--- src/source/core_defs.svh ---
`ifndef CORE_DEFS_SVH
`define CORE_DEFS_SVH

// ########################################
// core widths and sizes
// ########################################

// data and address width of the core.
`define XLEN 32

// architectural register file size and index width.
`define REG_COUNT 32
`define REG_ADDR_W 5

`endif

--- src/source/core_pkg.sv ---
`include "core_defs.svh"

package core_pkg;

    // ########################################
    // encodings
    // ########################################

    // major opcodes handled by the core.
    typedef enum logic [6:0] {
        OPC_OP     = 7'b0110011,
        OPC_OP_IMM = 7'b0010011,
        OPC_LUI    = 7'b0110111,
        OPC_BRANCH = 7'b1100011
    } opcode_e;

    typedef enum logic [4:0] {
        ALU_ADD,
        ALU_SUB,
        ALU_SLL,
        ALU_SLT,
        ALU_SLTU,
        ALU_XOR,
        ALU_SRL,
        ALU_SRA,
        ALU_OR,
        ALU_AND,
        ALU_BEQ,
        ALU_BNE,
        ALU_BLT,
        ALU_BGE,
        ALU_BLTU,
        ALU_BGEU,
        ALU_PASS_B,
        ALU_NONE
    } alu_op_e;

    // ########################################
    // stage records
    // ########################################

    typedef struct packed {
        logic                   valid;
        alu_op_e                alu_op;
        logic [`REG_ADDR_W-1:0] rs1;
        logic [`REG_ADDR_W-1:0] rs2;
        logic [`REG_ADDR_W-1:0] rd;
        logic                   use_imm;
        logic [`XLEN-1:0]       imm;
        logic [`XLEN-1:0]       pc;
        logic                   write_en;
        logic                   branch;
        logic                   illegal;
    } decoded_t;

    // write_en is already false for rd of x0 here.
    typedef struct packed {
        logic                   valid;
        logic [`REG_ADDR_W-1:0] rd;
        logic                   write_en;
        logic [`XLEN-1:0]       value;
        logic                   branch;
        logic                   taken;
        logic [`XLEN-1:0]       target;
        logic                   illegal;
    } exec_t;

    typedef struct packed {
        logic                   valid;
        logic [`REG_ADDR_W-1:0] rd;
        logic                   write_en;
        logic [`XLEN-1:0]       value;
        logic                   branch;
        logic                   taken;
        logic [`XLEN-1:0]       target;
        logic                   illegal;
    } result_t;

endpackage

--- src/source/alu.sv ---
`include "core_defs.svh"

module alu
    import core_pkg::*;
(
    input  alu_op_e          alu_op,
    input  logic [`XLEN-1:0] a,
    input  logic [`XLEN-1:0] b,
    output logic [`XLEN-1:0] value,
    output logic             cond
);

    logic [4:0] shamt;
    logic       lt_signed;
    logic       lt_unsigned;

    // only the low five bits of b count as the shift amount.
    assign shamt       = b[4:0];
    assign lt_signed   = $signed(a) < $signed(b);
    assign lt_unsigned = a < b;

    always_comb begin
        value = '0;
        cond  = 1'b0;
        case (alu_op)
            ALU_ADD:    value = a + b;
            ALU_SUB:    value = a - b;
            ALU_SLL:    value = a << shamt;
            ALU_SLT:    value[0] = lt_signed;
            ALU_SLTU:   value[0] = lt_unsigned;
            ALU_XOR:    value = a ^ b;
            ALU_SRL:    value = a >> shamt;
            ALU_SRA:    value = $signed(a) >>> shamt;
            ALU_OR:     value = a | b;
            ALU_AND:    value = a & b;
            // branch compares drive cond only and leave value at zero.
            ALU_BEQ:    cond = (a == b);
            ALU_BNE:    cond = (a != b);
            ALU_BLT:    cond = lt_signed;
            ALU_BGE:    cond = !lt_signed;
            ALU_BLTU:   cond = lt_unsigned;
            ALU_BGEU:   cond = !lt_unsigned;
            ALU_PASS_B: value = b;
            default: begin
                value = '0;
                cond  = 1'b0;
            end
        endcase
    end

endmodule

--- src/source/exec_core.sv ---
`include "core_defs.svh"

module exec_core
    import core_pkg::*;
(
    input  logic             clk,
    input  logic             reset,
    input  logic             in_valid,
    input  logic [`XLEN-1:0] in_instr,
    input  logic [`XLEN-1:0] in_pc,
    output result_t          result
);

    decoded_t               decoded;
    exec_t                  executed;
    logic [`REG_ADDR_W-1:0] rs1_addr;
    logic [`REG_ADDR_W-1:0] rs2_addr;
    logic [`XLEN-1:0]       rs1_data;
    logic [`XLEN-1:0]       rs2_data;

    instr_decode instr_decode_inst (
        .clk      (clk),
        .reset    (reset),
        .in_valid (in_valid),
        .in_instr (in_instr),
        .in_pc    (in_pc),
        .decoded  (decoded)
    );

    // execute reads operands from the register file held in the result stage.
    execute_stage execute_stage_inst (
        .clk      (clk),
        .reset    (reset),
        .decoded  (decoded),
        .rs1_addr (rs1_addr),
        .rs2_addr (rs2_addr),
        .rs1_data (rs1_data),
        .rs2_data (rs2_data),
        .executed (executed)
    );

    result_stage result_stage_inst (
        .clk      (clk),
        .reset    (reset),
        .executed (executed),
        .rs1_addr (rs1_addr),
        .rs2_addr (rs2_addr),
        .rs1_data (rs1_data),
        .rs2_data (rs2_data),
        .result   (result)
    );

endmodule

--- src/source/execute_stage.sv ---
`include "core_defs.svh"

module execute_stage
    import core_pkg::*;
(
    input  logic                   clk,
    input  logic                   reset,
    input  decoded_t               decoded,
    output logic [`REG_ADDR_W-1:0] rs1_addr,
    output logic [`REG_ADDR_W-1:0] rs2_addr,
    input  logic [`XLEN-1:0]       rs1_data,
    input  logic [`XLEN-1:0]       rs2_data,
    output exec_t                  executed
);

    logic [`XLEN-1:0] op_a;
    logic [`XLEN-1:0] rs2_val;
    logic [`XLEN-1:0] op_b;
    logic [`XLEN-1:0] alu_value;
    logic             alu_cond;
    exec_t            exec_next;

    assign rs1_addr = decoded.rs1;
    assign rs2_addr = decoded.rs2;

    // the previous instruction is still in executed and not yet in the
    // register file. write_en is never set for x0, so x0 is not forwarded.
    always_comb begin
        op_a    = rs1_data;
        rs2_val = rs2_data;
        if (executed.valid && executed.write_en && executed.rd == decoded.rs1)
            op_a = executed.value;
        if (executed.valid && executed.write_en && executed.rd == decoded.rs2)
            rs2_val = executed.value;
    end

    assign op_b = decoded.use_imm ? decoded.imm : rs2_val;

    alu alu_inst (
        .alu_op (decoded.alu_op),
        .a      (op_a),
        .b      (op_b),
        .value  (alu_value),
        .cond   (alu_cond)
    );

    always_comb begin
        exec_next.valid    = decoded.valid;
        exec_next.rd       = decoded.rd;
        exec_next.write_en = decoded.valid && decoded.write_en && (decoded.rd != '0);
        exec_next.value    = alu_value;
        exec_next.branch   = decoded.branch;
        exec_next.taken    = decoded.branch && alu_cond;
        exec_next.target   = decoded.pc + decoded.imm;
        exec_next.illegal  = decoded.illegal;
    end

    always_ff @(posedge clk) begin
        if (reset) begin
            executed.valid <= 1'b0;
        end else begin
            executed <= exec_next;
        end
    end

endmodule

--- src/source/instr_decode.sv ---
`include "core_defs.svh"

module instr_decode
    import core_pkg::*;
(
    input  logic             clk,
    input  logic             reset,
    input  logic             in_valid,
    input  logic [`XLEN-1:0] in_instr,
    input  logic [`XLEN-1:0] in_pc,
    output decoded_t         decoded
);

    opcode_e          opcode;
    logic [2:0]       funct3;
    logic [6:0]       funct7;
    logic [`XLEN-1:0] imm_i;
    logic [`XLEN-1:0] imm_u;
    logic [`XLEN-1:0] imm_b;
    decoded_t         dec_next;

    assign opcode = opcode_e'(in_instr[6:0]);
    assign funct3 = in_instr[14:12];
    assign funct7 = in_instr[31:25];

    assign imm_i = {{20{in_instr[31]}}, in_instr[31:20]};
    assign imm_u = {in_instr[31:12], 12'b0};
    assign imm_b = {{19{in_instr[31]}}, in_instr[31], in_instr[7],
                    in_instr[30:25], in_instr[11:8], 1'b0};

    always_comb begin
        dec_next          = '0;
        dec_next.valid    = in_valid;
        dec_next.alu_op   = ALU_NONE;
        dec_next.rs1      = in_instr[19:15];
        dec_next.rs2      = in_instr[24:20];
        dec_next.rd       = in_instr[11:7];
        dec_next.imm      = imm_i;
        dec_next.pc       = in_pc;

        case (opcode)
            OPC_OP: begin
                dec_next.write_en = 1'b1;
                case ({funct7, funct3})
                    {7'b0000000, 3'b000}: dec_next.alu_op = ALU_ADD;
                    {7'b0100000, 3'b000}: dec_next.alu_op = ALU_SUB;
                    {7'b0000000, 3'b001}: dec_next.alu_op = ALU_SLL;
                    {7'b0000000, 3'b010}: dec_next.alu_op = ALU_SLT;
                    {7'b0000000, 3'b011}: dec_next.alu_op = ALU_SLTU;
                    {7'b0000000, 3'b100}: dec_next.alu_op = ALU_XOR;
                    {7'b0000000, 3'b101}: dec_next.alu_op = ALU_SRL;
                    {7'b0100000, 3'b101}: dec_next.alu_op = ALU_SRA;
                    {7'b0000000, 3'b110}: dec_next.alu_op = ALU_OR;
                    {7'b0000000, 3'b111}: dec_next.alu_op = ALU_AND;
                    default:              dec_next.illegal = 1'b1;
                endcase
            end
            OPC_OP_IMM: begin
                dec_next.write_en = 1'b1;
                dec_next.use_imm  = 1'b1;
                case (funct3)
                    3'b000: dec_next.alu_op = ALU_ADD;
                    3'b010: dec_next.alu_op = ALU_SLT;
                    3'b011: dec_next.alu_op = ALU_SLTU;
                    3'b100: dec_next.alu_op = ALU_XOR;
                    3'b110: dec_next.alu_op = ALU_OR;
                    3'b111: dec_next.alu_op = ALU_AND;
                    3'b001: begin
                        if (funct7 == 7'b0000000) dec_next.alu_op = ALU_SLL;
                        else dec_next.illegal = 1'b1;
                    end
                    default: begin
                        // funct3 101 selects the right shifts by funct7.
                        if (funct7 == 7'b0000000) dec_next.alu_op = ALU_SRL;
                        else if (funct7 == 7'b0100000) dec_next.alu_op = ALU_SRA;
                        else dec_next.illegal = 1'b1;
                    end
                endcase
            end
            OPC_LUI: begin
                dec_next.write_en = 1'b1;
                dec_next.use_imm  = 1'b1;
                dec_next.imm      = imm_u;
                dec_next.alu_op   = ALU_PASS_B;
            end
            OPC_BRANCH: begin
                dec_next.branch = 1'b1;
                dec_next.imm    = imm_b;
                case (funct3)
                    3'b000:  dec_next.alu_op = ALU_BEQ;
                    3'b001:  dec_next.alu_op = ALU_BNE;
                    3'b100:  dec_next.alu_op = ALU_BLT;
                    3'b101:  dec_next.alu_op = ALU_BGE;
                    3'b110:  dec_next.alu_op = ALU_BLTU;
                    3'b111:  dec_next.alu_op = ALU_BGEU;
                    default: dec_next.illegal = 1'b1;
                endcase
            end
            default: dec_next.illegal = 1'b1;
        endcase

        // an illegal word must not write or branch.
        if (dec_next.illegal) begin
            dec_next.write_en = 1'b0;
            dec_next.branch   = 1'b0;
        end
    end

    always_ff @(posedge clk) begin
        if (reset) begin
            decoded.valid <= 1'b0;
        end else begin
            decoded <= dec_next;
        end
    end

endmodule

--- src/source/result_stage.sv ---
`include "core_defs.svh"

module result_stage
    import core_pkg::*;
(
    input  logic                   clk,
    input  logic                   reset,
    input  exec_t                  executed,
    input  logic [`REG_ADDR_W-1:0] rs1_addr,
    input  logic [`REG_ADDR_W-1:0] rs2_addr,
    output logic [`XLEN-1:0]       rs1_data,
    output logic [`XLEN-1:0]       rs2_data,
    output result_t                result
);

    logic [`XLEN-1:0] regs [`REG_COUNT];

    // ########################################
    // register file
    // ########################################

    always_ff @(posedge clk) begin
        if (reset) begin
            for (int i = 0; i < `REG_COUNT; i++)
                regs[i] <= '0;
        end else if (executed.valid && executed.write_en) begin
            regs[executed.rd] <= executed.value;
        end
    end

    // x0 reads as zero whatever was stored there.
    assign rs1_data = (rs1_addr == '0) ? '0 : regs[rs1_addr];
    assign rs2_data = (rs2_addr == '0) ? '0 : regs[rs2_addr];

    // ########################################
    // result record
    // ########################################

    always_ff @(posedge clk) begin
        if (reset) begin
            result.valid <= 1'b0;
        end else begin
            result.valid    <= executed.valid;
            result.rd       <= executed.rd;
            result.write_en <= executed.write_en;
            result.value    <= executed.value;
            result.branch   <= executed.branch;
            result.taken    <= executed.taken;
            result.target   <= executed.target;
            result.illegal  <= executed.illegal;
        end
    end

endmodule

--- config.mk ---
export PLATFORM = sky130hd
export DESIGN_NAME = exec_core
export DESIGN_NICKNAME = d
export VERILOG_FILES = /design/src/source/core_pkg.sv /design/src/source/alu.sv /design/src/source/exec_core.sv /design/src/source/execute_stage.sv /design/src/source/instr_decode.sv /design/src/source/result_stage.sv
export VERILOG_INCLUDE_DIRS = /design/src /design/src/source
export SDC_FILE = /design/constraint.sdc
export NUM_CORES = 2
export LEC_CHECK = 0
export BUFFER_PORTS_ARGS = -buffer_cell sky130_fd_sc_hd__buf_2
export CAP_MARGIN = 10
export CORE_MARGIN = 5
export CORE_UTILIZATION = 35
export DETAILED_ROUTE_END_ITERATION = 12
export PLACE_DENSITY_LB_ADDON = 0.2
export SYNTH_ARGS = -nofsm -noshare
export SYNTH_HDL_FRONTEND = slang
export SYNTH_SLANG_ARGS = --single-unit
--- constraint.sdc ---
create_clock -name clk -period 13.3 [get_ports clk]
set_input_delay 0 -clock clk [delete_from_list [all_inputs] [get_ports clk]]
set_output_delay 0 -clock clk [all_outputs]
set_load 0.1 [all_outputs]
==> Word-level counts from Yosys, hierarchy flattened <==
Memory sizes are Yosys's and may differ from the RTL's. A register that Yosys moved wholly into a read port is not among the register bits.
Index checks and enable logic that the tools add are counted.
{ "op_classes": {"add_sub_neg": 3, "magnitude_cmp": 2, "n_eq_ne": 41, "shift": 3, "muxes": 36, "bitwise": 3, "n_reduce_logical": 21} }
{ "ops": {"columns": ["op", "n"], "rows": [
  ["31-bit case mux with 9 select lines", 1],
  ["32-bit two-way mux", 6],
  ["32-bit adder", 2],
  ["32-bit less-than comparator", 2],
  ["31-bit case mux with 2 select lines", 1],
  ["5-bit case mux with 10 select lines", 1],
  ["10-bit by 3-bit equality test with 1-bit output (second input constant)", 4],
  ["5-bit by 4-bit equality test with 1-bit output (second input constant)", 8],
  ["5-bit case mux with 7 select lines", 1],
  ["32-bit AND", 1],
  ["32-bit equality test", 1],
  ["32-bit != test", 1],
  ["32-bit OR", 1],
  ["32-bit OR reduction", 1],
  ["32-bit by 5-bit << shifter with 32-bit output", 1],
  ["32-bit by 5-bit right shift with 32-bit output", 1],
  ["32-bit by 5-bit >>> shifter with 32-bit output", 1],
  ["32-bit subtractor", 1],
  ["32-bit bitwise XOR", 1],
  ["5-bit two-way mux", 6],
  ["5-bit case mux with 6 select lines", 1],
  ["7-bit by 6-bit equality test with 1-bit output (second input constant)", 3],
  ["10-bit by 2-bit equality test with 1-bit output (second input constant)", 2],
  ["10-bit by 9-bit equality test with 1-bit output (second input constant)", 2],
  ["28 further kinds", 59]
]} }
{ "totals": {"ff_bits": 237, "ram_bits": 1024, "inputBits": 67, "out_inout_bits": 74, "word_cells": 137, "memories": 1} }
{ "memory_table": {"columns": ["memory", "depth", "word_bits", "read_ports", "rd_ports_with_merged_regs", "wr", "line", "rtl"], "rows": [
  ["result_stage_inst.regs", 32, 32, 2, 2, 32, "result_stage.sv:16", "logic [`XLEN-1:0] regs [`REG_COUNT];"]
]} }

==> Logic depth before layout (Yosys ltp) <==
{ "logic_depth": {"depth_word": 8, "mapped_depth": 25, "ltp_nobuf": 20} }

==> Hierarchy <==
From an unflattened synthesis, not the netlist that was laid out.
{ "unflattened": {"hier_cells": 5935, "area_unflattened_um2": 75203.4} }
{ "by_module_without_submodules": {"columns": ["mod", "instances", "cells_each", "area_per_inst_um2", "seq_area_each_um2"], "rows": [
  ["result_stage", 1, 3905, 57253.7, 32961.6],
  ["alu", 1, 1357, 9377.7, 0.0],
  ["execute_stage", 1, 477, 5144.9, 2212.1],
  ["instr_decode", 1, 196, 3427.0, 2662.6]
]} }

==> Least setup slack after synthesis <==
Ideal clock, no wire load.
{ "synth_timing": {"path_kind": "input-to-reg", "from": "in reset", "to": "mem result_stage_inst.regs[10][0] (netlist name), enable pin", "arrival_ps": 12766, "path_slack_ps": -395, "path_stages": 4, "cell_sequence": "clkbuf_1 -> inv_1 -> clkbuf_1 -> o21ai_0"} }
{ "synth_lines": {"columns": ["item", "line", "rtl"], "rows": [
  ["start: declaration", "exec_core.sv:7", "input logic reset,"],
  ["end: declaration", "result_stage.sv:16", null]
]} }

==> metrics <==
IO Pins 141; Post-Synthesis Cells 5523; most frequent cells in the layout 1258 x edfxtp_1, 1035 x and2_1, 529 x mux4_2, 268 x mux2i_1, 234 x nand2_1; # nets final 5821; CTS tree built; Post-Route WL 288000 um; Die Area 223000 sq um; post-synthesis mux area share 0.219; flop2flop setup slack 4.70 ns; number of synthesized flops with an enable pin 1258; flops & latches, synth 1271; required time of the critical path 13.85 ns; setup TNS 0 ns; crit-path max FO 42; Worst Reg2Reg Path Length in Cells 18; startpoint types flip-flop; Die Y 473 um; Avg Synthesized Cell Area 13.6 sq um; H-tree Lvls 4; worst hold path type in2reg; Post-Place Cell Area 78900 sq um; Worst path depth 18; count of final hold-check violations 0; PortBufs 140; fin. max-slew vios 0; Worst-Skew Late Latency 0.82 ns; Design Area, Final 84700 sq um; period utilization 0.647; initial antenna violation count 34; XOR/XNOR Fraction of Synth Area 0.00807; YS warnings 0; ANT nets after route 0; largest family of logic cells by synthesized area multiplexers; GRT Util Overall 0.252; Period minus WS final 8.60 ns; hpwl dp 182000 um; most common cell after layout, fill and taps aside edfxtp_1; status completed; cell row count 169; Initial Utilization 0.352; FF-to-FF End execute_stage_inst.executed[35]; syn nets 5732; CP Class reg2reg; Synth Area in Compound Gates 0.0739; actual slew at the worst max-slew pin 1.18 ns; post-DR wirelength/cell 33.7 um; Core ar. 213000 sq um; Max Root-Sink Buffers 3; type of element capturing the critical path flip-flop; post-synth cell types 96; Setup Viol. Count Final 0; Crit path max-delay family compound AO/OA/AOI/OAI gates; Initial DRC Count 6652; Setup crit end execute_stage_inst.executed[35]; Clock transition at path regs 0.06 ns; via count 51600; Die Wd 473 um; Final GP Congestion 0.976; Static Leak 30.9 nW; P per Cell Area 138 nW/um^2; asr flop ratio synth 0; adder-cell share of the synthesized area 0.0240; clk root buf clkbuf_16; DP Worst Slack 4.87 ns; post-synthesis simple-gate area fraction 0.129; area delta synth->final 13.1%; Cell Area, Synth 74900 sq um; largest net degree at the start of global routing 113; worst vdd ir 0.136 mV; Buf/Inv on CP 1; Worst Setup Slack, final 4.70 ns; Max stage delay on crit path 1.06 ns; CTS buffer count 149; DRC 0; post-cts resize count 0; max_cap viols 0; Seq/Total Area, Yosys 0.508; DR pass1 iterations 6; layout cells sized above 1 0.220; Most used DFF post-synth edfxtp_1; vias in the first global route 50400; FMAX 116 MHz; DR vias/cell 6.03; worst path cell trace buf_4 > mux4_1 > mux4_2 > mux2i_1 > o21ai_1 > mux2_2 > ha_1 > nor3b_1 > nand2_1 > a2111oi_0 > nor3_1 > o31ai_1 > a21o_1 > a21oi_1 > o21ai_0 > a221o_1 > a21oi_1 > or4_1; first-pass GRT wire length 400000 um; clock sink count 1271; Hold WS 0.0714 ns; RSZ-0062 raised after global routing no; cell mode on critical path a21oi_1; Critical Path AT 9.15 ns; Max-slew headroom 0.191; clock skew 0.0549 ns; critical path's slowest cell a2111oi_0; overflow left after global routing 0; Tot Pwr 11.7 mW
## worst reg2reg max path: cells and delay by family, from the launching register on
kind / cells / cell delay (ns)
AOI/OAI and AO/OA: 8 / 2.85
adders and majority gates: 1 / 0.43
buffers and inverters: 1 / 0.81
DFF: 1 / 0.96
muxes: 4 / 1.96
and+or+nand+nor: 4 / 1.34
## layout make-up
cell class / instances / area (sq um)
Tap cell: 2821 / 3530
Antenna cell: 9 / 22.5
Fill cell: 19600 / 128000
Multi-Input combinational cell: 3632 / 34700
Clock inverter: 81 / 724
Timing Repair Buffer: 442 / 3330
Sequential cell: 1271 / 38100
Inverter: 116 / 443
Clock buffer: 187 / 3910
## cells in the mapped netlist, drive strengths merged (10+ instances only)
cell,number,area (sq um)
o21bai,11,82.6
xnor2,51,447
nor4,14,93.8
and3,15,93.8
nor2b,55,344
a211o,17,149
nor3,45,236
a22oi,25,193
or3,12,75.1
nand2b,27,169
a31oi,21,131
nor2,184,693
o211ai,74,561
nand3,46,240
mux4,562,12800
a211oi,63,473
ha,139,1740
edfxtp,1258,37800
nand4,11,68.8
clkbuf,342,1280
mux2i,269,2710
and2,1036,6480
o21ai,172,861
a222oi,10,100
a221oi,42,518
dfxtp,13,260
o21a,17,128
a21oi,147,736
mux2,80,901
a21o,58,435
xor2,18,158
nand2,235,882
o22ai,26,163
buf,161,1120
inv,113,424
## stage by stage
stage,instances,utilization
floorplan,5523,-
global placement,8163,0.371
detailed placement,8163,0.371
CTS,8549,0.399
global route,8551,0.399
finish,8559,0.399
## cell families after synthesis
family          after synthesis
fa+ha+maj                   142
xor+xnor                     69
mux                         911
simple gates               1716
compound gates              794
buf+inv                     620
flops                      1271
## registers in the layout (all words and copies together) (netlist names), named ones only
| name | cells |
|---|---|
| instr_decode_inst.decoded | 89 |
| execute_stage_inst.executed | 74 |
| result_stage_inst.result | 74 |
| result_stage_inst.regs | 1024 |
## worst min path at each step
| stage | from | endpoint | slack [ns] | cells after the start |
|---|---|---|---|---|
| 3_5_place_dp | in_pc[20] | instr_decode_inst.decoded[23] | 0.18 | 1 |
| 5_1_grt | in_instr[31] | instr_decode_inst.decoded[66] | 0.04 | 2 |
| 2_1_floorplan | in_pc[7] | instr_decode_inst.decoded[10] | 0.1 | 0 |
| 4_1_cts | in_instr[23] | instr_decode_inst.decoded[76] | 0.009 | 2 |
| 3_3_place_gp | in_pc[21] | instr_decode_inst.decoded[24] | 0.18 | 1 |
| 6_report | in_instr[23] | instr_decode_inst.decoded[76] | 0.07 | 2 |
## where the power goes
group	total, mW	internal [mW]	switching [mW]
combinational	2.96	1.01	1.95
clock	3.98	2.23	1.75
sequential	4.78	4.61	0.167
total	11.7	7.85	3.87
## routing by layer
metal / routed length, um / vias up / track usage
li1: - / 21300 / -
met3: 29100 / 514 / 0.0542
met4: 13500 / 6 / 0.103
met5: 37 / - / 0
met2: 128000 / 3041 / 0.387
met1: 117000 / 26700 / 0.348
## repair_timing
item,in CTS,in global routing
endpoints found under the hold margin,101,0
buffers inserted,0,0
hold buffers,118,0
No activity file was read; power rests on OpenSTA's default activity.
